==> config.mk <==
export PLATFORM = sky130hd
export DESIGN_NAME = main_glue
export DESIGN_NICKNAME = d
export VERILOG_FILES = /design/src/hw/main_pkg.sv /design/src/hw/bus_ctrl.sv /design/src/hw/irq_ctrl.sv /design/src/hw/write_latches.sv /design/src/hw/read_mux.sv /design/src/hw/main_glue.sv
export VERILOG_INCLUDE_DIRS = /design/src /design/src/include
export SDC_FILE = /design/constraint.sdc
export NUM_CORES = 1
export LEC_CHECK = 0
export ABC_AREA = 1
export BUFFER_PORTS_ARGS = -buffer_cell sky130_fd_sc_hd__buf_2
export CORE_AREA = 2 2 124 66
export CTS_BUF_LIST = sky130_fd_sc_hd__clkbuf_8
export CTS_CLUSTER_DIAMETER = 100
export DETAILED_ROUTE_END_ITERATION = 10
export DIE_AREA = 0 0 126 68
export GPL_ROUTABILITY_DRIVEN = 0
export MAX_ROUTING_LAYER = met4
export PLACE_DENSITY = 0.93
export REMOVE_ABC_BUFFERS = 1
export SYNTH_ARGS = -nofsm -noshare
export SYNTH_HDL_FRONTEND = slang
export SYNTH_SLANG_ARGS = --single-unit
==> constraint.sdc <==
create_clock -name clk -period 2.15 [get_ports clk]
set_input_delay 0.1075 -clock clk [delete_from_list [all_inputs] [get_ports clk]]
set_output_delay 0.1075 -clock clk [all_outputs]
set_load 0.01 [all_outputs]
==> src/include/main_defs.svh <==
/*
 * widths, memory map, i/o register offsets and interrupt levels
 * of the main 68000 bus glue. Include it wherever one is needed.
 */
`ifndef MAIN_DEFS_SVH
`define MAIN_DEFS_SVH

`define MAIN_AW 23        // word address, cpu bits 23 to 1
`define MAIN_DW 16

// memory map on address bits 23 to 20, higher codes unmapped
`define REGION_ROM  4'd0
`define REGION_RAM  4'd1
`define REGION_DISP 4'd2
`define REGION_IO   4'd3

// i/o page registers on address bits 4 to 1
`define IO_CAB0    4'd0
`define IO_CAB1    4'd1
`define IO_DIPS    4'd2
`define IO_SND     4'd3
`define IO_MCU     4'd4
`define IO_VCLR    4'd5
`define IO_PRISEL  4'd6
`define IO_MIXPSEL 4'd7

`define IPL_VBL 3'd6      // vertical blank
`define IPL_SEC 3'd5      // sub cpu
`define IPL_EXT 3'd4      // external line

`define DISP_BLANK_DLY 2  // wait after a blank starts
`define OPEN_BUS 16'hffff

`endif

==> src/hw/main_pkg.sv <==
/*
 * types shared by the main cpu bus glue: the cpu bus bundle,
 * i/o strobes, cabinet inputs and the decoder enums
 */
`include "main_defs.svh"

package main_pkg;

    typedef logic [`MAIN_DW-1:0] word_t;

    typedef struct packed {
        logic [`MAIN_AW:1] addr;
        logic              as_n;
        logic              uds_n;
        logic              lds_n;
        logic              rnw;
        word_t             dout;    // cpu write data
    } cpu_bus_t;

    // each bit lives for one cycle at the start of an access
    typedef struct packed {
        logic snd_wr;
        logic mcu_wr;
        logic mcu_rd;
        logic vclr_wr;
        logic prisel_wr;
        logic mixpsel_wr;
        logic cab0_rd;
        logic cab1_rd;
        logic dips_rd;
    } io_strobe_t;

    typedef struct packed {
        logic [8:0] joystick1;
        logic [8:0] joystick2;
        logic [1:0] start;
        logic [1:0] coin;
        logic       service;
        logic [7:0] dipsw_a;
        logic [7:0] dipsw_b;
    } cab_in_t;

    typedef enum logic [2:0] {IDLE, WAIT_MEM, WAIT_BLANK, BLANK_DLY, ACK} bus_state_e;

    typedef enum logic [2:0] {ROM, RAM, DISP, IO, NONE} region_e;

    typedef enum logic [3:0] {
        REG_CAB0    = `IO_CAB0,
        REG_CAB1    = `IO_CAB1,
        REG_DIPS    = `IO_DIPS,
        REG_SND     = `IO_SND,
        REG_MCU     = `IO_MCU,
        REG_VCLR    = `IO_VCLR,
        REG_PRISEL  = `IO_PRISEL,
        REG_MIXPSEL = `IO_MIXPSEL
    } io_reg_e;

endpackage

==> src/hw/bus_ctrl.sv <==
/*
 * main cpu address decoder and dtack generator.
 * Picks the region, raises one-cycle i/o strobes and holds dtack_n
 * low from the end of the region's wait until as_n is released.
 */
`include "main_defs.svh"

module bus_ctrl import main_pkg::*; (
    input  logic       clk,
    input  logic       rst,
    input  cpu_bus_t   bus,
    input  logic       lvbl,
    input  logic       lhbl,
    input  logic       rom_ok,
    input  logic       ram_ok,
    output logic       dtack_n,
    output logic       rom_cs,
    output logic       ram_cs,
    output region_e    region,
    output io_strobe_t strobe
);

    localparam logic [1:0] DLY_LOAD = 2'(`DISP_BLANK_DLY - 1);

    bus_state_e state;
    io_reg_e    reg_sel;
    logic [1:0] dly_cnt;     // blank delay countdown
    logic       bus_act;
    logic       start;       // first cycle of an access
    logic       blank;
    logic       mem_ok;
    logic       wr;
    logic       rd;

    assign bus_act = ~bus.as_n & ~(bus.uds_n & bus.lds_n);
    assign start   = bus_act & (state == IDLE);
    assign blank   = ~lvbl | ~lhbl;
    assign mem_ok  = (region == ROM) ? rom_ok : ram_ok;
    assign reg_sel = io_reg_e'(bus.addr[4:1]);

    assign wr = start & ~bus.rnw & (region == IO);
    assign rd = start &  bus.rnw & (region == IO);

    always_comb begin
        case (bus.addr[`MAIN_AW:`MAIN_AW-3])
            `REGION_ROM:  region = ROM;
            `REGION_RAM:  region = RAM;
            `REGION_DISP: region = DISP;
            `REGION_IO:   region = IO;
            default:      region = NONE;
        endcase
    end

    assign rom_cs = bus_act & (region == ROM);
    assign ram_cs = bus_act & ((region == RAM) | (region == DISP));  // vram shares the port

    // registers mirror over the whole i/o page
    always_comb begin
        strobe = '0;
        case (reg_sel)
            REG_CAB0:    strobe.cab0_rd    = rd;
            REG_CAB1:    strobe.cab1_rd    = rd;
            REG_DIPS:    strobe.dips_rd    = rd;
            REG_SND:     strobe.snd_wr     = wr;
            REG_MCU: begin
                strobe.mcu_wr = wr;
                strobe.mcu_rd = rd;        // also acks the sub cpu irq
            end
            REG_VCLR:    strobe.vclr_wr    = wr;
            REG_PRISEL:  strobe.prisel_wr  = wr;
            REG_MIXPSEL: strobe.mixpsel_wr = wr;
            default: ;
        endcase
    end

    always_ff @(posedge clk, posedge rst) begin
        if (rst) begin
            state   <= IDLE;
            dly_cnt <= '0;
        end else if (state != IDLE && bus.as_n) begin
            state <= IDLE;                 // access over
        end else begin
            case (state)
                IDLE: begin
                    if (start) begin
                        case (region)
                            ROM, RAM: state <= mem_ok ? ACK : WAIT_MEM;
                            DISP: begin
                                state   <= blank ? BLANK_DLY : WAIT_BLANK;
                                dly_cnt <= DLY_LOAD;
                            end
                            default: state <= ACK;    // registers and open bus
                        endcase
                    end
                end
                WAIT_MEM: begin
                    if (mem_ok)
                        state <= ACK;
                end
                WAIT_BLANK: begin
                    if (blank) begin
                        state   <= BLANK_DLY;
                        dly_cnt <= DLY_LOAD;
                    end
                end
                BLANK_DLY: begin
                    if (dly_cnt == 2'd0)
                        state <= ACK;
                    else
                        dly_cnt <= dly_cnt - 2'd1;
                end
                default: ;                 // ACK waits for as_n
            endcase
        end
    end

    assign dtack_n = (state != ACK);

endmodule

==> src/hw/irq_ctrl.sv <==
/*
 * interrupt sources of the main cpu. Latches vertical blank and
 * sub cpu requests until cleared and encodes the 68000 ipl lines.
 */
`include "main_defs.svh"

module irq_ctrl import main_pkg::*; (
    input  logic       clk,
    input  logic       rst,
    input  logic       lvbl,
    input  logic       sec2,
    input  logic       nexirq,    // active low
    input  io_strobe_t strobe,
    output logic [2:0] ipl_n
);

    logic       lvbl_l;
    logic       sec2_l;
    logic       vint;
    logic       secirq;
    logic [2:0] level;

    always_ff @(posedge clk, posedge rst) begin
        if (rst) begin
            lvbl_l <= 1'b0;           // no false blank edge out of reset
            sec2_l <= 1'b1;
            vint   <= 1'b0;
            secirq <= 1'b0;
        end else begin
            lvbl_l <= lvbl;
            sec2_l <= sec2;

            if (strobe.vclr_wr)
                vint <= 1'b0;
            else if (lvbl_l && !lvbl)
                vint <= 1'b1;         // blank start

            if (strobe.mcu_rd)
                secirq <= 1'b0;       // cpu read the mcu word
            else if (!sec2_l && sec2)
                secirq <= 1'b1;
        end
    end

    always_comb begin
        if (vint)
            level = `IPL_VBL;
        else if (secirq)
            level = `IPL_SEC;
        else if (!nexirq)
            level = `IPL_EXT;
        else
            level = 3'd0;
    end

    assign ipl_n = ~level;

endmodule

==> src/hw/write_latches.sv <==
/*
 * cpu written registers: sound command with its request pulse,
 * mcu data word, colour priority and object dma select
 */
module write_latches import main_pkg::*; (
    input  logic       clk,
    input  logic       rst,
    input  cpu_bus_t   bus,
    input  io_strobe_t strobe,
    output logic [7:0] snd_latch,
    output logic       snreq,
    output word_t      mcu_din,
    output logic [7:0] prisel,
    output logic       mixpsel
);

    always_ff @(posedge clk, posedge rst) begin
        if (rst) begin
            snd_latch <= 8'd0;
            snreq     <= 1'b0;
            mcu_din   <= '0;
            prisel    <= 8'd0;
            mixpsel   <= 1'b0;
        end else begin
            snreq <= strobe.snd_wr;        // one cycle, new command visible

            if (strobe.snd_wr)
                snd_latch <= bus.dout[7:0];

            if (strobe.mcu_wr)
                mcu_din <= bus.dout;       // full word to the sub cpu

            // colour mixer priority
            if (strobe.prisel_wr)
                prisel <= bus.dout[7:0];

            if (strobe.mixpsel_wr)
                mixpsel <= bus.dout[0];    // obj buffer dma
        end
    end

endmodule

==> src/hw/read_mux.sv <==
/*
 * read data path of the main cpu. Formats the cabinet words and
 * registers the selected source onto cpu_din, memory data on every
 * cycle and register data once at the start of the access.
 */
`include "main_defs.svh"

module read_mux import main_pkg::*; (
    input  logic       clk,
    input  cpu_bus_t   bus,
    input  region_e    region,
    input  io_strobe_t strobe,
    input  logic       lvbl,
    input  cab_in_t    cab,
    input  word_t      rom_data,
    input  word_t      ram_data,
    input  word_t      mcu_dout,
    output word_t      cpu_din
);

    word_t cab0;
    word_t cab1;
    word_t dips;
    word_t reg_dout;
    logic  bus_rd;
    logic  rd_seen;    // read already running last cycle

    assign cab0 = {cab.joystick2[7:0], cab.joystick1[7:0]};
    assign cab1 = {
        8'hff,
        ~lvbl,
        cab.service,
        cab.coin,
        cab.start,
        cab.joystick2[8],
        cab.joystick1[8]
    };
    assign dips = {cab.dipsw_b, cab.dipsw_a};

    always_comb begin
        if (strobe.cab0_rd)
            reg_dout = cab0;
        else if (strobe.cab1_rd)
            reg_dout = cab1;
        else if (strobe.dips_rd)
            reg_dout = dips;
        else if (strobe.mcu_rd)
            reg_dout = mcu_dout;
        else
            reg_dout = `OPEN_BUS;   // unmapped or write-only
    end

    assign bus_rd = ~bus.as_n & bus.rnw & ~(bus.uds_n & bus.lds_n);

    always_ff @(posedge clk) begin
        rd_seen <= bus_rd;
    end

    always_ff @(posedge clk) begin
        if (bus_rd) begin
            case (region)
                ROM:       cpu_din <= rom_data;
                RAM, DISP: cpu_din <= ram_data;
                default: begin
                    if (!rd_seen)
                        cpu_din <= reg_dout;   // capture once, then hold
                end
            endcase
        end
    end

endmodule

==> src/hw/main_glue.sv <==
/*
 * bus glue around the main 68000. Takes the cpu bus as one struct
 * and returns read data, dtack_n and the interrupt level.
 */
module main_glue import main_pkg::*; (
    input  logic       clk,
    input  logic       rst,
    input  cpu_bus_t   bus,
    output word_t      cpu_din,
    output logic       dtack_n,
    output logic [2:0] ipl_n,
    // video timing and interrupt sources
    input  logic       lvbl,
    input  logic       lhbl,
    input  logic       sec2,
    input  logic       nexirq,
    // memories
    output logic       rom_cs,
    input  logic       rom_ok,
    input  word_t      rom_data,
    output logic       ram_cs,
    input  logic       ram_ok,
    input  word_t      ram_data,
    // sub cpu and sound
    input  word_t      mcu_dout,
    output word_t      mcu_din,
    output logic [7:0] snd_latch,
    output logic       snreq,
    // video mixer
    output logic [7:0] prisel,
    output logic       mixpsel,
    input  cab_in_t    cab
);

    region_e    region;
    io_strobe_t strobe;

    bus_ctrl bus_ctrl_inst (
        .clk     (clk),
        .rst     (rst),
        .bus     (bus),
        .lvbl    (lvbl),
        .lhbl    (lhbl),
        .rom_ok  (rom_ok),
        .ram_ok  (ram_ok),
        .dtack_n (dtack_n),
        .rom_cs  (rom_cs),
        .ram_cs  (ram_cs),
        .region  (region),
        .strobe  (strobe)
    );

    irq_ctrl irq_ctrl_inst (
        .clk    (clk),
        .rst    (rst),
        .lvbl   (lvbl),
        .sec2   (sec2),
        .nexirq (nexirq),
        .strobe (strobe),
        .ipl_n  (ipl_n)
    );

    write_latches write_latches_inst (
        .clk       (clk),
        .rst       (rst),
        .bus       (bus),
        .strobe    (strobe),
        .snd_latch (snd_latch),
        .snreq     (snreq),
        .mcu_din   (mcu_din),
        .prisel    (prisel),
        .mixpsel   (mixpsel)
    );

    read_mux read_mux_inst (
        .clk      (clk),
        .bus      (bus),
        .region   (region),
        .strobe   (strobe),
        .lvbl     (lvbl),
        .cab      (cab),
        .rom_data (rom_data),
        .ram_data (ram_data),
        .mcu_dout (mcu_dout),
        .cpu_din  (cpu_din)
    );

endmodule

==> impl_metrics.toml <==
[worst_hold_path]
hp-class = "primary input to flip-flop"
worstHoldStart = "bus[6]"
whs_endpoint = "write_latches_inst.snd_latch[6]"
min_path_cells = 3

[global_route]
grt_pass1_wl_um = 16070
grt_pass1_vias = 3380
antenna_found_initial = 0
grt-ovfl-total = 0
grt_max_degree = 44
groute.usage.overall_pct = 24.63

[drt]
wl_um = 10800
remaining_drc_errors = 0
ant_nets = 0
dr.pass1.iters = 5
wl_per_cell_um = 14.78
via_count = 3774
avgViaCountPerCell = 5.163
initialDrtViolationCount = 369

[clock_network]
htree_num_levels = 3
cts_tree = "built"
cts_root_buf = "clkbuf_8"
cts_sinks = 60
cts_made_buffers = 9
clk_latency_ns = 0.34
clk_pin_slew_ns = 0.07
clockBufferDepth = 2

[floorplanning]
ioPinCount = 194
num_rows = 23
die_h_um = 68
die-width_um = 126
die_area_mm2 = 0.008568
core-area_mm2 = 0.007597
initial_utilization_pct = 44.07

[outcome]
run_status = "complete, no violations"

[timing]
final_max_slew_viol_count = 0
setup_tns_ns = 0
setup_viol = 0
worst_slack_ns = 0.03331
worst_pin_slew_ns = 0.5469
finalCritPeriodShare_pct = 98.45
hold_ws_ns = 0.05865
hold_viol = 0
clock.fmax_ghz = 0.4724
skew_ns = 0.007627
period_minus_slack_ns = 2.117
relSlewSlack_pct = 63.54

[critical_path]
arrival_ns = 2.21
regToRegEndpoint = "read_mux_inst.cpu_din[2]"
r2r_setup_slack_ns = 0.03
crit_fanout = 9
reg2reg_from = "bus_ctrl_inst.state[0]"
critPathRequiredTime_ns = 2.24
cp-start-kind = "flip-flop"
end_kind = "flip-flop"
rr_worst_depth = 11
critical_path_class = "flip-flop to flip-flop"

[power_and_ir_drop]
pwr-share-comb_pct = 20.5
swShare_pct = 29.77
ir_drop_uv = 303.2
clkPwrFrac_pct = 35.7
p_sw_uw = 872.5
p_total_mw = 2.931
p_seq_share_pct = 43.7
p_per_area_mw_per_mm2 = 622.3
leakage_nw = 2.654
p_int_mw = 2.058

[synth]
yosys.area_share.simple_pct = 24.85
synthFlopType = "dfrtp_1"
synth_fa_ha_area_share_pct = 0.3737
async_flop_share_pct = 71.67
syn-cell-area_mm2 = 0.003348
syn_avg_cell_area_um2 = 7.860
syn_inst = 426
synthMuxAreaShare_pct = 3.139
synth_cell_types = 34
yosys_warnings = 0
synth_top_family_by_area = "simple AND/OR/NAND/NOR gates"
synth_edf_count = 16
synth_xor_area_share_pct = 0
yosysSeqAreaShare_pct = 47.12
synth-compound-area-share_pct = 14.42
yosys_register_bits = 60

[finish]
postLayoutCoreUtil_pct = 61.99
drive_above_1_share_pct = 36.45
fin_area_mm2 = 0.004710
final_cells = 731
areaGrowthSynthToFinish_pct = 40.66
layout_common_cells = "buf_2, nand2_1, inv_1"
final_common_cell = "buf_2"
diodes = 0
final_net_count = 765

[placement]
dpl_cell_area_mm2 = 0.004372
dp_hpwl_um = 8055
place_inst = 702
dpl_worst_slack_ns = 0.1019
io_buffers = 178

[flow_run]
max_cap_violations = 0
==> per-layer routing <==
layer	vias to the layer above	wire length [um]	global-route usage [%]
met5	-	0	-
met4	0	209	7.830
met3	32	894	6.411
met2	192	5055	39.25
met1	1755	4644	31.35
li1	1795	-	-
==> worst max path at each step <==
stage / startpoint / slack [ns] / end
after floorplan: bus[42] / -0.02 / read_mux_inst.cpu_din[0]
after global placement: bus_ctrl_inst.state[0] / 0.24 / read_mux_inst.cpu_din[11]
after detailed placement: bus_ctrl_inst.state[0] / 0.10 / read_mux_inst.cpu_din[15]
after CTS: bus_ctrl_inst.state[0] / 0.08 / read_mux_inst.cpu_din[15]
after global routing: bus_ctrl_inst.state[0] / -0.09 / read_mux_inst.cpu_din[2]
final: bus_ctrl_inst.state[0] / 0.03 / read_mux_inst.cpu_din[2]
==> critical path, stage by stage, from the launching register on <==
cell     delay [ns]
dfrtp_1        0.45
nor2_2         0.18
nand2_2        0.10
nor2_4         0.16
nand3_1        0.14
nor2_4         0.25
buf_4          0.17
nand3_1        0.09
nand3_1        0.12
nand2_1        0.07
nand2_1        0.06
nand2_1        0.06
==> synth_stat cells (2+ instances only) <==
| cell type | n | area (um^2) |
|---|---|---|
| nand3_2 | 2 | 20.02 |
| inv_1 | 70 | 262.8 |
| mux2_2 | 4 | 45.04 |
| a22oi_1 | 17 | 127.6 |
| dfrtp_1 | 42 | 1051 |
| inv_2 | 3 | 11.26 |
| nor2_2 | 3 | 18.77 |
| nand4_1 | 6 | 37.54 |
| nor2_1 | 21 | 78.83 |
| nand2_2 | 2 | 12.51 |
| edfxtp_1 | 16 | 480.5 |
| nand2_1 | 110 | 412.9 |
| nand3_1 | 34 | 170.2 |
| a21oi_1 | 24 | 120.1 |
| buf_6 | 2 | 22.52 |
| mux2_4 | 4 | 60.06 |
| o21ai_0 | 40 | 200.2 |
| nor3_1 | 2 | 10.01 |
| buf_2 | 6 | 30.03 |
| clkbuf_1 | 3 | 11.26 |
| nor2_4 | 2 | 22.52 |
==> power by group through the flow <==
| stage | Combinational, mW | Clock (mW) | Sequential (mW) |
|---|---|---|---|
| 6_report | 0.602 | 1.05 | 1.28 |
| 5_1_grt | 0.671 | 1.11 | 1.29 |
| 4_1_cts | 0.593 | 1.06 | 1.28 |
| 3_5_place_dp | 0.567 | 0 | 1.30 |
| 3_3_place_gp | 0.546 | 0 | 1.29 |
| 2_1_floorplan | 0.306 | 0 | 1.31 |
==> repair_timing <==
item	in CTS	in global routing
setup endpoints to repair	0	11
hold buffers	11	0
hold endpoints to repair	52	0
gates resized for setup	0	2
setup buffers	0	2
==> sequential cells by signal (all words and copies together) (netlist names) <==
signal                        count
write_latches_inst.prisel         8
irq_ctrl_inst.vint                1
irq_ctrl_inst.secirq              1
write_latches_inst.snreq          1
read_mux_inst.rd_seen             1
write_latches_inst.mcu_din       16
bus_ctrl_inst.dly_cnt             2
write_latches_inst.snd_latch      8
bus_ctrl_inst.state               3
irq_ctrl_inst.lvbl_l              1
write_latches_inst.mixpsel        1
irq_ctrl_inst.sec2_l              1
read_mux_inst.cpu_din            16
==> layout make-up <==
cell class	instances	area, um^2
Fill cell	649	2888
Sequential cell	60	1578
Timing Repair Buffer	200	1084
Inverter	73	274.0
Clock inverter	5	50.05
Tap cell	100	125.1
Clock buffer	11	151.4
Multi-Input combinational cell	282	1448
==> cells by family after synthesis <==
kind of cell	after synthesis
and+or+nand+nor	187
AOI/OAI and AO/OA	86
buffers and inverters	84
DFF	60
muxes	8
adders and majority gates	1
Note: power is estimated with default switching activity, not from simulation.
